File: src/MemOpPkg.sv
////////////////////////////////////////////////////////////////////////////
// Micro-op encoding for the memory execution lane. The 24-bit op field is
// read as a memory access or as a CSR access, depending on the op type.
// The offset and the CSR number share the upper 12 bits of the field.
////////////////////////////////////////////////////////////////////////////
`default_nettype none

package MemOpPkg;

    localparam int OffsetWidth = 12;
    localparam int CsrNumberWidth = 12;
    localparam int CsrImmWidth = 5;

    typedef enum logic [1:0] {
        LOAD = 2'd0,
        STORE = 2'd1,
        CSR = 2'd2,
        NOP = 2'd3
    } MemOpType;

    typedef enum logic [1:0] {
        WRITE = 2'd0,
        SET = 2'd1,
        CLEAR = 2'd2
    } CsrCode;

    // Offset is two's complement, sign extended by the address unit
    typedef struct packed {
        logic [OffsetWidth-1:0] offset;
        logic [1:0] size;
        logic isSigned;
        logic [8:0] unused;
    } MemAccessField;

    typedef struct packed {
        logic [CsrNumberWidth-1:0] csrNumber;
        CsrCode code;
        logic isImm;
        logic [CsrImmWidth-1:0] imm;
        logic [3:0] unused;
    } CsrAccessField;

    typedef union packed {
        MemAccessField mem;
        CsrAccessField csr;
    } OpField;

    typedef struct packed {
        MemOpType opType;
        OpField field;
    } MemOp;

endpackage

`default_nettype wire

File: src/MemMapPkg.sv
////////////////////////////////////////////////////////////////////////////
// Data and address widths plus the memory map. Cachable memory starts at
// zero and ends at MemLimit. The IO window is a module parameter and is
// not defined here.
////////////////////////////////////////////////////////////////////////////
`default_nettype none

package MemMapPkg;

    localparam int DataWidth = 32;

    // Logical address width
    localparam int AddrWidth = 32;

    // Physical address is the low part of the logical one
    localparam int PhyAddrWidth = 28;

    // End of cachable memory, exclusive
    localparam logic [AddrWidth-1:0] MemLimit = 32'h0100_0000;

    typedef enum logic [1:0] {
        MMT_MEMORY = 2'd0,
        MMT_IO = 2'd1,
        MMT_ILLEGAL = 2'd2
    } MemoryMapType;

endpackage

`default_nettype wire

File: src/MemExecIf.sv
////////////////////////////////////////////////////////////////////////////
// Registered op from the stage to the address unit and the CSR file.
// issue means the op commits this cycle, so CSR writes key on it.
////////////////////////////////////////////////////////////////////////////
`timescale 1ns/1ps
`default_nettype none

interface MemExecIf;
    import MemOpPkg::*;
    import MemMapPkg::*;

    logic valid;
    MemOp op;
    logic [DataWidth-1:0] operandA;
    logic issue;

    modport Stage (
        output valid,
        output op,
        output operandA,
        output issue
    );

    // Address path is purely combinational on the payload
    modport Address (
        input op,
        input operandA
    );

    modport Csr (
        input valid,
        input op,
        input operandA,
        input issue
    );

endinterface

`default_nettype wire

File: src/AddressUnit.sv
////////////////////////////////////////////////////////////////////////////
// Combinational effective address and memory map lookup. The IO window
// must not overlap cachable memory, since memory is checked first.
// Only the IO window is uncachable.
////////////////////////////////////////////////////////////////////////////
`timescale 1ns/1ps
`default_nettype none

module AddressUnit #(
    parameter logic [MemMapPkg::AddrWidth-1:0] IoBase = 32'h4000_0000,
    parameter logic [MemMapPkg::AddrWidth-1:0] IoSize = 32'h0001_0000
) (
    MemExecIf.Address exIf,
    output logic [MemMapPkg::AddrWidth-1:0] addrOut,
    output logic [MemMapPkg::PhyAddrWidth-1:0] phyAddrOut,
    output MemMapPkg::MemoryMapType memMapType,
    output logic uncachable
);
    import MemOpPkg::*;
    import MemMapPkg::*;

    MemAccessField memField;
    logic [AddrWidth-1:0] offsetExt;
    logic [AddrWidth-1:0] ioOffset;
    logic inIoWindow;

    always_comb begin
        memField = exIf.op.field.mem;

        // Base plus sign-extended offset
        offsetExt = {{(AddrWidth-OffsetWidth){memField.offset[OffsetWidth-1]}},
                     memField.offset};
        addrOut = exIf.operandA + offsetExt;
        phyAddrOut = addrOut[PhyAddrWidth-1:0];

        // Offset into the window, so the upper bound never overflows
        ioOffset = addrOut - IoBase;
        inIoWindow = (addrOut >= IoBase) && (ioOffset < IoSize);

        if (addrOut < MemLimit) begin
            memMapType = MMT_MEMORY;
        end else if (inIoWindow) begin
            memMapType = MMT_IO;
        end else begin
            memMapType = MMT_ILLEGAL;
        end

        uncachable = (memMapType == MMT_IO);
    end

endmodule

`default_nettype wire

File: src/CsrFile.sv
////////////////////////////////////////////////////////////////////////////
// Small CSR bank with read-before-write. The old value is shown in the
// cycle of the access and the update lands at the end of an issue cycle.
// Numbers at or above CsrCount read zero and ignore writes.
////////////////////////////////////////////////////////////////////////////
`timescale 1ns/1ps
`default_nettype none

module CsrFile #(
    parameter int CsrCount = 8
) (
    input logic clock,
    input logic reset,
    MemExecIf.Csr exIf,
    output logic [MemMapPkg::DataWidth-1:0] csrReadData
);
    import MemOpPkg::*;
    import MemMapPkg::*;

    localparam int IndexWidth = (CsrCount > 1) ? $clog2(CsrCount) : 1;

    logic [DataWidth-1:0] csrs [CsrCount];

    CsrAccessField csrField;
    logic inRange;
    logic [IndexWidth-1:0] index;
    logic [DataWidth-1:0] oldValue;
    logic [DataWidth-1:0] source;
    logic [DataWidth-1:0] writeData;
    logic writeEnable;

    always_comb begin
        csrField = exIf.op.field.csr;
        inRange = (int'(csrField.csrNumber) < CsrCount);
        index = csrField.csrNumber[IndexWidth-1:0];
        oldValue = inRange ? csrs[index] : '0;

        // Immediate is zero extended
        source = csrField.isImm ? {{(DataWidth-CsrImmWidth){1'b0}}, csrField.imm}
                                : exIf.operandA;

        case (csrField.code)
            WRITE: writeData = source;
            SET: writeData = oldValue | source;
            CLEAR: writeData = oldValue & ~source;
            default: writeData = oldValue;
        endcase

        writeEnable = exIf.valid && exIf.issue && (exIf.op.opType == CSR) && inRange;
    end

    assign csrReadData = oldValue;

    always_ff @(posedge clock) begin
        if (reset) begin
            for (int i = 0; i < CsrCount; i++) begin
                csrs[i] <= '0;
            end
        end else if (writeEnable) begin
            csrs[index] <= writeData;
        end
    end

endmodule

`default_nettype wire

File: src/MemExecStage.sv
////////////////////////////////////////////////////////////////////////////
// Single-lane memory execution stage. Holds one op; stall is the only
// back-pressure. Flush kills the registered op in the same cycle and
// also drops it if the register is being held by a stall.
////////////////////////////////////////////////////////////////////////////
`timescale 1ns/1ps
`default_nettype none

module MemExecStage (
    input logic clock,
    input logic reset,
    input logic stall,
    input logic flush,
    input logic inValid,
    input MemOpPkg::MemOp inOp,
    input logic [MemMapPkg::DataWidth-1:0] inOperandA,
    input logic [MemMapPkg::DataWidth-1:0] inOperandB,
    input logic inOpAValid,
    input logic inOpBValid,
    MemExecIf.Stage exIf,
    input logic [MemMapPkg::AddrWidth-1:0] addrOut,
    input logic [MemMapPkg::PhyAddrWidth-1:0] phyAddrOut,
    input MemMapPkg::MemoryMapType memMapType,
    input logic uncachable,
    input logic [MemMapPkg::DataWidth-1:0] csrReadData,
    output logic outValid,
    output logic regValid,
    output logic dcReadReq,
    output logic [MemMapPkg::AddrWidth-1:0] outAddr,
    output logic [MemMapPkg::PhyAddrWidth-1:0] outPhyAddr,
    output logic [MemMapPkg::DataWidth-1:0] outData,
    output MemMapPkg::MemoryMapType outMapType,
    output logic [MemMapPkg::PhyAddrWidth-1:0] dcReadAddr,
    output logic dcReadUncachable
);
    import MemOpPkg::*;
    import MemMapPkg::*;

    logic pipeValid;
    MemOp pipeOp;
    logic [DataWidth-1:0] pipeOperandA;
    logic [DataWidth-1:0] pipeOperandB;
    logic pipeOpAValid;
    logic pipeOpBValid;

    // Valid bit
    always_ff @(posedge clock) begin
        if (reset) begin
            pipeValid <= 1'b0;
        end else if (!stall) begin
            pipeValid <= inValid;
        end else if (flush) begin
            pipeValid <= 1'b0;
        end
    end

    // Payload, held while stalled
    always_ff @(posedge clock) begin
        if (!stall) begin
            pipeOp <= inOp;
            pipeOperandA <= inOperandA;
            pipeOperandB <= inOperandB;
            pipeOpAValid <= inOpAValid;
            pipeOpBValid <= inOpBValid;
        end
    end

    always_comb begin
        // Operand B only matters for stores; a miss here means replay
        regValid = pipeOpAValid && ((pipeOp.opType != STORE) || pipeOpBValid);
        outValid = pipeValid && !stall && !flush;
        dcReadReq = outValid && regValid && (pipeOp.opType == LOAD);

        dcReadAddr = phyAddrOut;
        dcReadUncachable = uncachable;

        outAddr = addrOut;
        outPhyAddr = phyAddrOut;
        outMapType = memMapType;
        outData = (pipeOp.opType == CSR) ? csrReadData : pipeOperandB;
    end

    // Registered op toward the units
    always_comb begin
        exIf.valid = pipeValid;
        exIf.op = pipeOp;
        exIf.operandA = pipeOperandA;
        exIf.issue = outValid && regValid;
    end

endmodule

`default_nettype wire

File: src/MemExecTop.sv
////////////////////////////////////////////////////////////////////////////
// Memory execution lane with plain ports. Latency is one cycle from the
// accepting edge to outValid.
////////////////////////////////////////////////////////////////////////////
`timescale 1ns/1ps
`default_nettype none

module MemExecTop #(
    parameter logic [MemMapPkg::AddrWidth-1:0] IoBase = 32'h4000_0000,
    parameter logic [MemMapPkg::AddrWidth-1:0] IoSize = 32'h0001_0000,
    parameter int CsrCount = 8
) (
    input logic clock,
    input logic reset,
    input logic stall,
    input logic flush,
    input logic inValid,
    input MemOpPkg::MemOp inOp,
    input logic [MemMapPkg::DataWidth-1:0] inOperandA,
    input logic [MemMapPkg::DataWidth-1:0] inOperandB,
    input logic inOpAValid,
    input logic inOpBValid,
    output logic outValid,
    output logic regValid,
    output logic dcReadReq,
    output logic [MemMapPkg::PhyAddrWidth-1:0] dcReadAddr,
    output logic dcReadUncachable,
    output logic [MemMapPkg::AddrWidth-1:0] outAddr,
    output logic [MemMapPkg::PhyAddrWidth-1:0] outPhyAddr,
    output MemMapPkg::MemoryMapType outMapType,
    output logic [MemMapPkg::DataWidth-1:0] outData
);
    import MemMapPkg::*;

    MemExecIf exIf ();

    logic [AddrWidth-1:0] addrOut;
    logic [PhyAddrWidth-1:0] phyAddrOut;
    MemoryMapType memMapType;
    logic uncachable;
    logic [DataWidth-1:0] csrReadData;

    MemExecStage i_MemExecStage (
        .clock(clock),
        .reset(reset),
        .stall(stall),
        .flush(flush),
        .inValid(inValid),
        .inOp(inOp),
        .inOperandA(inOperandA),
        .inOperandB(inOperandB),
        .inOpAValid(inOpAValid),
        .inOpBValid(inOpBValid),
        .exIf(exIf.Stage),
        .addrOut(addrOut),
        .phyAddrOut(phyAddrOut),
        .memMapType(memMapType),
        .uncachable(uncachable),
        .csrReadData(csrReadData),
        .outValid(outValid),
        .regValid(regValid),
        .dcReadReq(dcReadReq),
        .outAddr(outAddr),
        .outPhyAddr(outPhyAddr),
        .outData(outData),
        .outMapType(outMapType),
        .dcReadAddr(dcReadAddr),
        .dcReadUncachable(dcReadUncachable)
    );

    AddressUnit #(
        .IoBase(IoBase),
        .IoSize(IoSize)
    ) i_AddressUnit (
        .exIf(exIf.Address),
        .addrOut(addrOut),
        .phyAddrOut(phyAddrOut),
        .memMapType(memMapType),
        .uncachable(uncachable)
    );

    CsrFile #(
        .CsrCount(CsrCount)
    ) i_CsrFile (
        .clock(clock),
        .reset(reset),
        .exIf(exIf.Csr),
        .csrReadData(csrReadData)
    );

endmodule

`default_nettype wire

File: config.mk
export PLATFORM = sky130hd
export DESIGN_NAME = MemExecTop
export DESIGN_NICKNAME = d
export VERILOG_FILES = /design/src/MemOpPkg.sv /design/src/MemMapPkg.sv /design/src/MemExecIf.sv /design/src/AddressUnit.sv /design/src/CsrFile.sv /design/src/MemExecStage.sv /design/src/MemExecTop.sv
export SDC_FILE = /design/constraint.sdc
export NUM_CORES = 1
export LEC_CHECK = 0
export BUFFER_PORTS_ARGS = -buffer_cell sky130_fd_sc_hd__buf_4
export CORE_UTILIZATION = 45
export DETAILED_ROUTE_END_ITERATION = 7
export PLACE_DENSITY = 0.77
export SKIP_LAST_GASP = 1
export SLEW_MARGIN = 20
export SYNTH_ARGS = -nofsm -noshare
export SYNTH_HDL_FRONTEND = slang
export SYNTH_SLANG_ARGS = --single-unit
File: constraint.sdc
create_clock -name clock -period 11.78 [get_ports clock]
set_input_delay 0.589 -clock clock [delete_from_list [all_inputs] [get_ports clock]]
set_output_delay 0.589 -clock clock [all_outputs]
set_load 0.05 [all_outputs]
==> impl_results.md <==
- Status: complete, no violations
- # IOs: ~220
- GP Congestion: ~0.85
- Number of enable flip-flop cells after synthesis: roughly 340
- Largest net degree at the start of global routing: between 60 and 70
- Share of the clock period used by the worst path after layout: 0.461
- Final Instance Count excl. Fillers: approximately 2000
- Worst path slowest cell: or4_1
- Ys async rst share: 0
- Height of the chip: approximately 200 um
- Gates resized, CTS repair: 0
- Most used flip-flop cell after synthesis: edfxtp_1
- Power consumption: roughly 3600 uW
- Drc violations: 0
- Flop-to-flop setup slack: about 7.3 ns
- Nature of the critical path startpoint: flop
- Placed cells: roughly 1900
- 1st-iter DRT viols: 1070
- Critical path start-end classification: reg2out
- Critical path cell sequence: ha_1 > fa_1 > a211o_1 > a211oi_2 > nor4_1 > a2111oi_2 > o21ai_1 > xor2_1 > or4_1 > or4_1 > nor3_1 > buf_4
- Number of buffers on the longest clock path: 3
- Detailed-placement wirelength estimate: about 26000 um
- Max Freq: 184 MHz
- Leakage power of the design: around 0.0072 uW
- Routed wire per std cell: around 22 um
- Hold_buf cts: 0
- Cell area after synthesis: ~17000 um2
- Peak supply drop: between 0.0001 and 0.00015 V
- Routed wire length: 43600 um
- Most used cell, CP: or4_1
- Placement Rows: 70
- Hold wc startpoint: inOperandA[15]
- Final Setup Violations: 0
- Global-route wire length before repair: roughly 65000 um
- Sequential area share after synthesis: 0.616
- Final count of hold timing violations: 0
- Syn_nets: between 1000 and 1500
- Number of buffers created by CTS: 38
- Unrepaired setup endpoints after global routing: no
- Effective utilization at floorplan: 0.459
- Maximum level of the CTS H-tree: 2
- Via count of the first global-routing pass: between 10000 and 15000
- Slowest stage delay, CP: ~0.52 ns
- Vias/cell: between 5 and 6
- Total number of clock tree sinks: between 300 and 400
- Via count: 11400
- Diodes inserted: 0
- TritonCTS clock tree: built
- Length of the first detailed-routing pass in iterations: 5
- Highest fanout seen on the critical path: 4
- Cell depth of the worst flop-to-flop path: 10
- NumNets Final: 1591
- Reg-to-Reg End: i_CsrFile.csrs[0][21]$_SDFFCE_PN0P_
- Arrival time worst endpoint: 4.84 ns
- Critical Path Sink Type: primary output
- Min-Delay Path Class: in2reg
- Number of nets still failing antenna checks after routing: 0
- Synth unique cells: 51
- Required time of the worst setup path: roughly 11 ns
- Transition at the pin with the smallest max-transition slack: roughly 1.0 ns
- Worst-path clk slew: around 0.06 ns
- Pins over their slew limit: 0
- Number of antenna violations at the first check in global routing: 0
- Synth warnings: 0
- Area of the core: 36800 um2
- Shortest period the worst path allows: ~5.4 ns
- Horizontal die dimension: 196 um
- Area delta synth->final: 17.5%
- Worst Hold Depth: 1
- Final setup skew: 0.0276 ns
- Worst min-delay path endpoint: i_MemExecStage.exIf.operandA[15]$_DFFE_PN_
- Slew HR: 0.320
- Reg2Reg Launch Point: i_MemExecStage.exIf.op[17]$_DFFE_PN_
- Fraction of layout cells with a size suffix above 1: 0.279
- Setup bufs post-CTS: 0
- Count of port buffers added during placement: 218
- Maximum capacitance violations: 0
- Number of filler cells placed in the layout: between 2000 and 3000
- Power per unit of standard cell area: roughly 180 nW/um2
- Total GRT Usage: 0.225
- Post-synthesis register bit count: about 350
- Worst skew pair latency: approximately 0.54 ns
- Synthesized netlist cell count: roughly 1300
- Clk root buf: clkbuf_16
- Overflow left after global routing: 0
- Post-Syn Area per Cell: about 13 um2
- Total Die Area: ~38000 um2
- Total negative slack: 0 ns
-- logic make-up (layout without fill, tap and decap cells) --
logic type | after synthesis | in the layout | synth area share
buffers and inverters | 138 | 315 | 0.0434
multiplexers | 105 | 105 | 0.112
AND/OR/NAND/NOR | 471 | 471 | 0.118
XOR/XNOR | 27 | 27 | 0.0140
adder cells (fa/ha/maj) | 32 | 32 | 0.0241
flip-flops | 348 | 348 | 0.616
AO/OA/AOI/OAI | 194 | 194 | 0.0728
-- how the worst max path moves through the flow --
stage	from	end	slack, ns	depth (start not counted)
floorplan	i_MemExecStage.exIf.op[23]$_DFFE_PN_	outMapType[0]	6.13	11
global placement	i_MemExecStage.exIf.op[12]$_DFFE_PN_	outMapType[0]	7.02	12
detailed placement	i_MemExecStage.exIf.op[12]$_DFFE_PN_	outMapType[0]	6.96	12
CTS	i_MemExecStage.exIf.op[12]$_DFFE_PN_	outMapType[0]	6.34	12
global route	i_MemExecStage.exIf.op[12]$_DFFE_PN_	dcReadUncachable	6.13	12
finish	i_MemExecStage.exIf.op[12]$_DFFE_PN_	outMapType[0]	6.35	12
-- layer usage --
metal / wire [um] / GRT usage / vias to the layer above
met5: 0 / 0 / -
met4: 791 / 0.0532 / 0
met3: 3730 / 0.0364 / 74
met2: 21800 / 0.383 / 581
met1: 17300 / 0.303 / 5692
li1: - / - / 5088
-- through the flow --
stage           util  cell area [um2]  hold slack (ns)  worst slack (ns)
3_5_place_dp   0.506            18600            0.479              6.96
5_1_grt        0.540            19900            0.201              6.13
6_report       0.540            19900            0.218              6.35
3_3_place_gp   0.506            18600            0.463              7.02
4_1_cts        0.540            19900            0.202              6.34
2_1_floorplan      -            16900            0.451              6.13
-- critical path: cells and delay by family (launching register included) --
family | cells | cell delay [ns]
and+or+nand+nor | 4 | 1.29
DFF | 1 | 0.42
adders and majority gates | 2 | 0.75
buffers and inverters | 1 | 0.25
xor gates and xnor gates | 1 | 0.21
AOI/OAI and AO/OA | 4 | 1.37
-- sequential cells by signal, indices dropped and copies added, names as in the netlist, named ones only --
| register | cells |
|---|---|
| i_CsrFile.csrs | 256 |
| i_MemExecStage.exIf.op | 22 |
| i_MemExecStage.exIf.operandA | 32 |
| i_MemExecStage.exIf.valid | 1 |
| i_MemExecStage.pipeOpAValid | 1 |
| i_MemExecStage.pipeOpBValid | 1 |
| i_MemExecStage.pipeOperandB | 32 |
-- final cells by class --
class	instances	area, um2	share of cell area
inverters	6	23.8	0.00120
multi-input cells	829	5790	0.292
repair buffers	239	1790	0.0903
flip-flops and latches	348	10400	0.525
clock buffers	46	1030	0.0519
clock inverters	24	218	0.0110
well taps	468	586	0.0295
-- cell usage after synthesis (3+ instances only) --
| library cell | number | area (um2) |
|---|---|---|
| a211oi_1 | 4 | 30.0 |
| a21o_1 | 17 | 128 |
| a21oi_1 | 63 | 315 |
| a31oi_1 | 6 | 37.5 |
| and2_1 | 3 | 18.8 |
| buf_1 | 9 | 33.8 |
| buf_4 | 57 | 428 |
| clkbuf_1 | 65 | 244 |
| dfxtp_1 | 4 | 80.1 |
| edfxtp_1 | 344 | 10300 |
| ha_1 | 31 | 388 |
| inv_1 | 6 | 22.5 |
| mux2_2 | 35 | 394 |
| mux2i_1 | 6 | 60.1 |
| mux4_2 | 64 | 1440 |
| nand2_1 | 96 | 360 |
| nand2b_1 | 37 | 231 |
| nand3_1 | 11 | 55.1 |
| nand4_1 | 4 | 25.0 |
| nor2_1 | 285 | 1070 |
| nor2b_1 | 6 | 37.5 |
| nor3_1 | 9 | 45.0 |
| nor4_1 | 4 | 25.0 |
| o21a_1 | 5 | 37.5 |
| o21ai_0 | 49 | 245 |
| o21ai_1 | 3 | 15.0 |
| o22a_1 | 32 | 280 |
| or3_1 | 3 | 18.8 |
| or4_1 | 4 | 30.0 |
| xnor2_1 | 16 | 140 |
| xor2_1 | 11 | 96.3 |
-- cell usage in the layout (no fill, tap or decap), drive strengths merged, types with 2 or more instances in the layout --
master,count
mux2i,6
o21a,5
o21ai,52
xor2,11
nand3,11
o31ai,2
ha,31
a211oi,5
o21bai,2
nor2,285
a31oi,6
o22a,32
dfxtp,4
a21o,17
edfxtp,344
or3b,2
xnor2,16
nand2b,37
clkbuf,46
mux2,35
clkinv,20
a221o,2
nor3,9
a21boi,2
nand2,96
a21oi,63
buf,239
nand4,4
and3,2
mux4,64
and2,3
bufinv,3
or3,3
inv,7
nor4,4
or4,4
nor2b,6
-- report_power, final --
| part | total, uW | leakage (uW) | internal (uW) | switching, uW |
|---|---|---|---|---|
| Sequential | 1450 | 0.00352 | 1420 | 36.0 |
| Clock | 1190 | 0.000616 | 693 | 493 |
| Combinational | 972 | 0.00310 | 301 | 672 |
No activity file was read; power rests on OpenSTA's default activity.
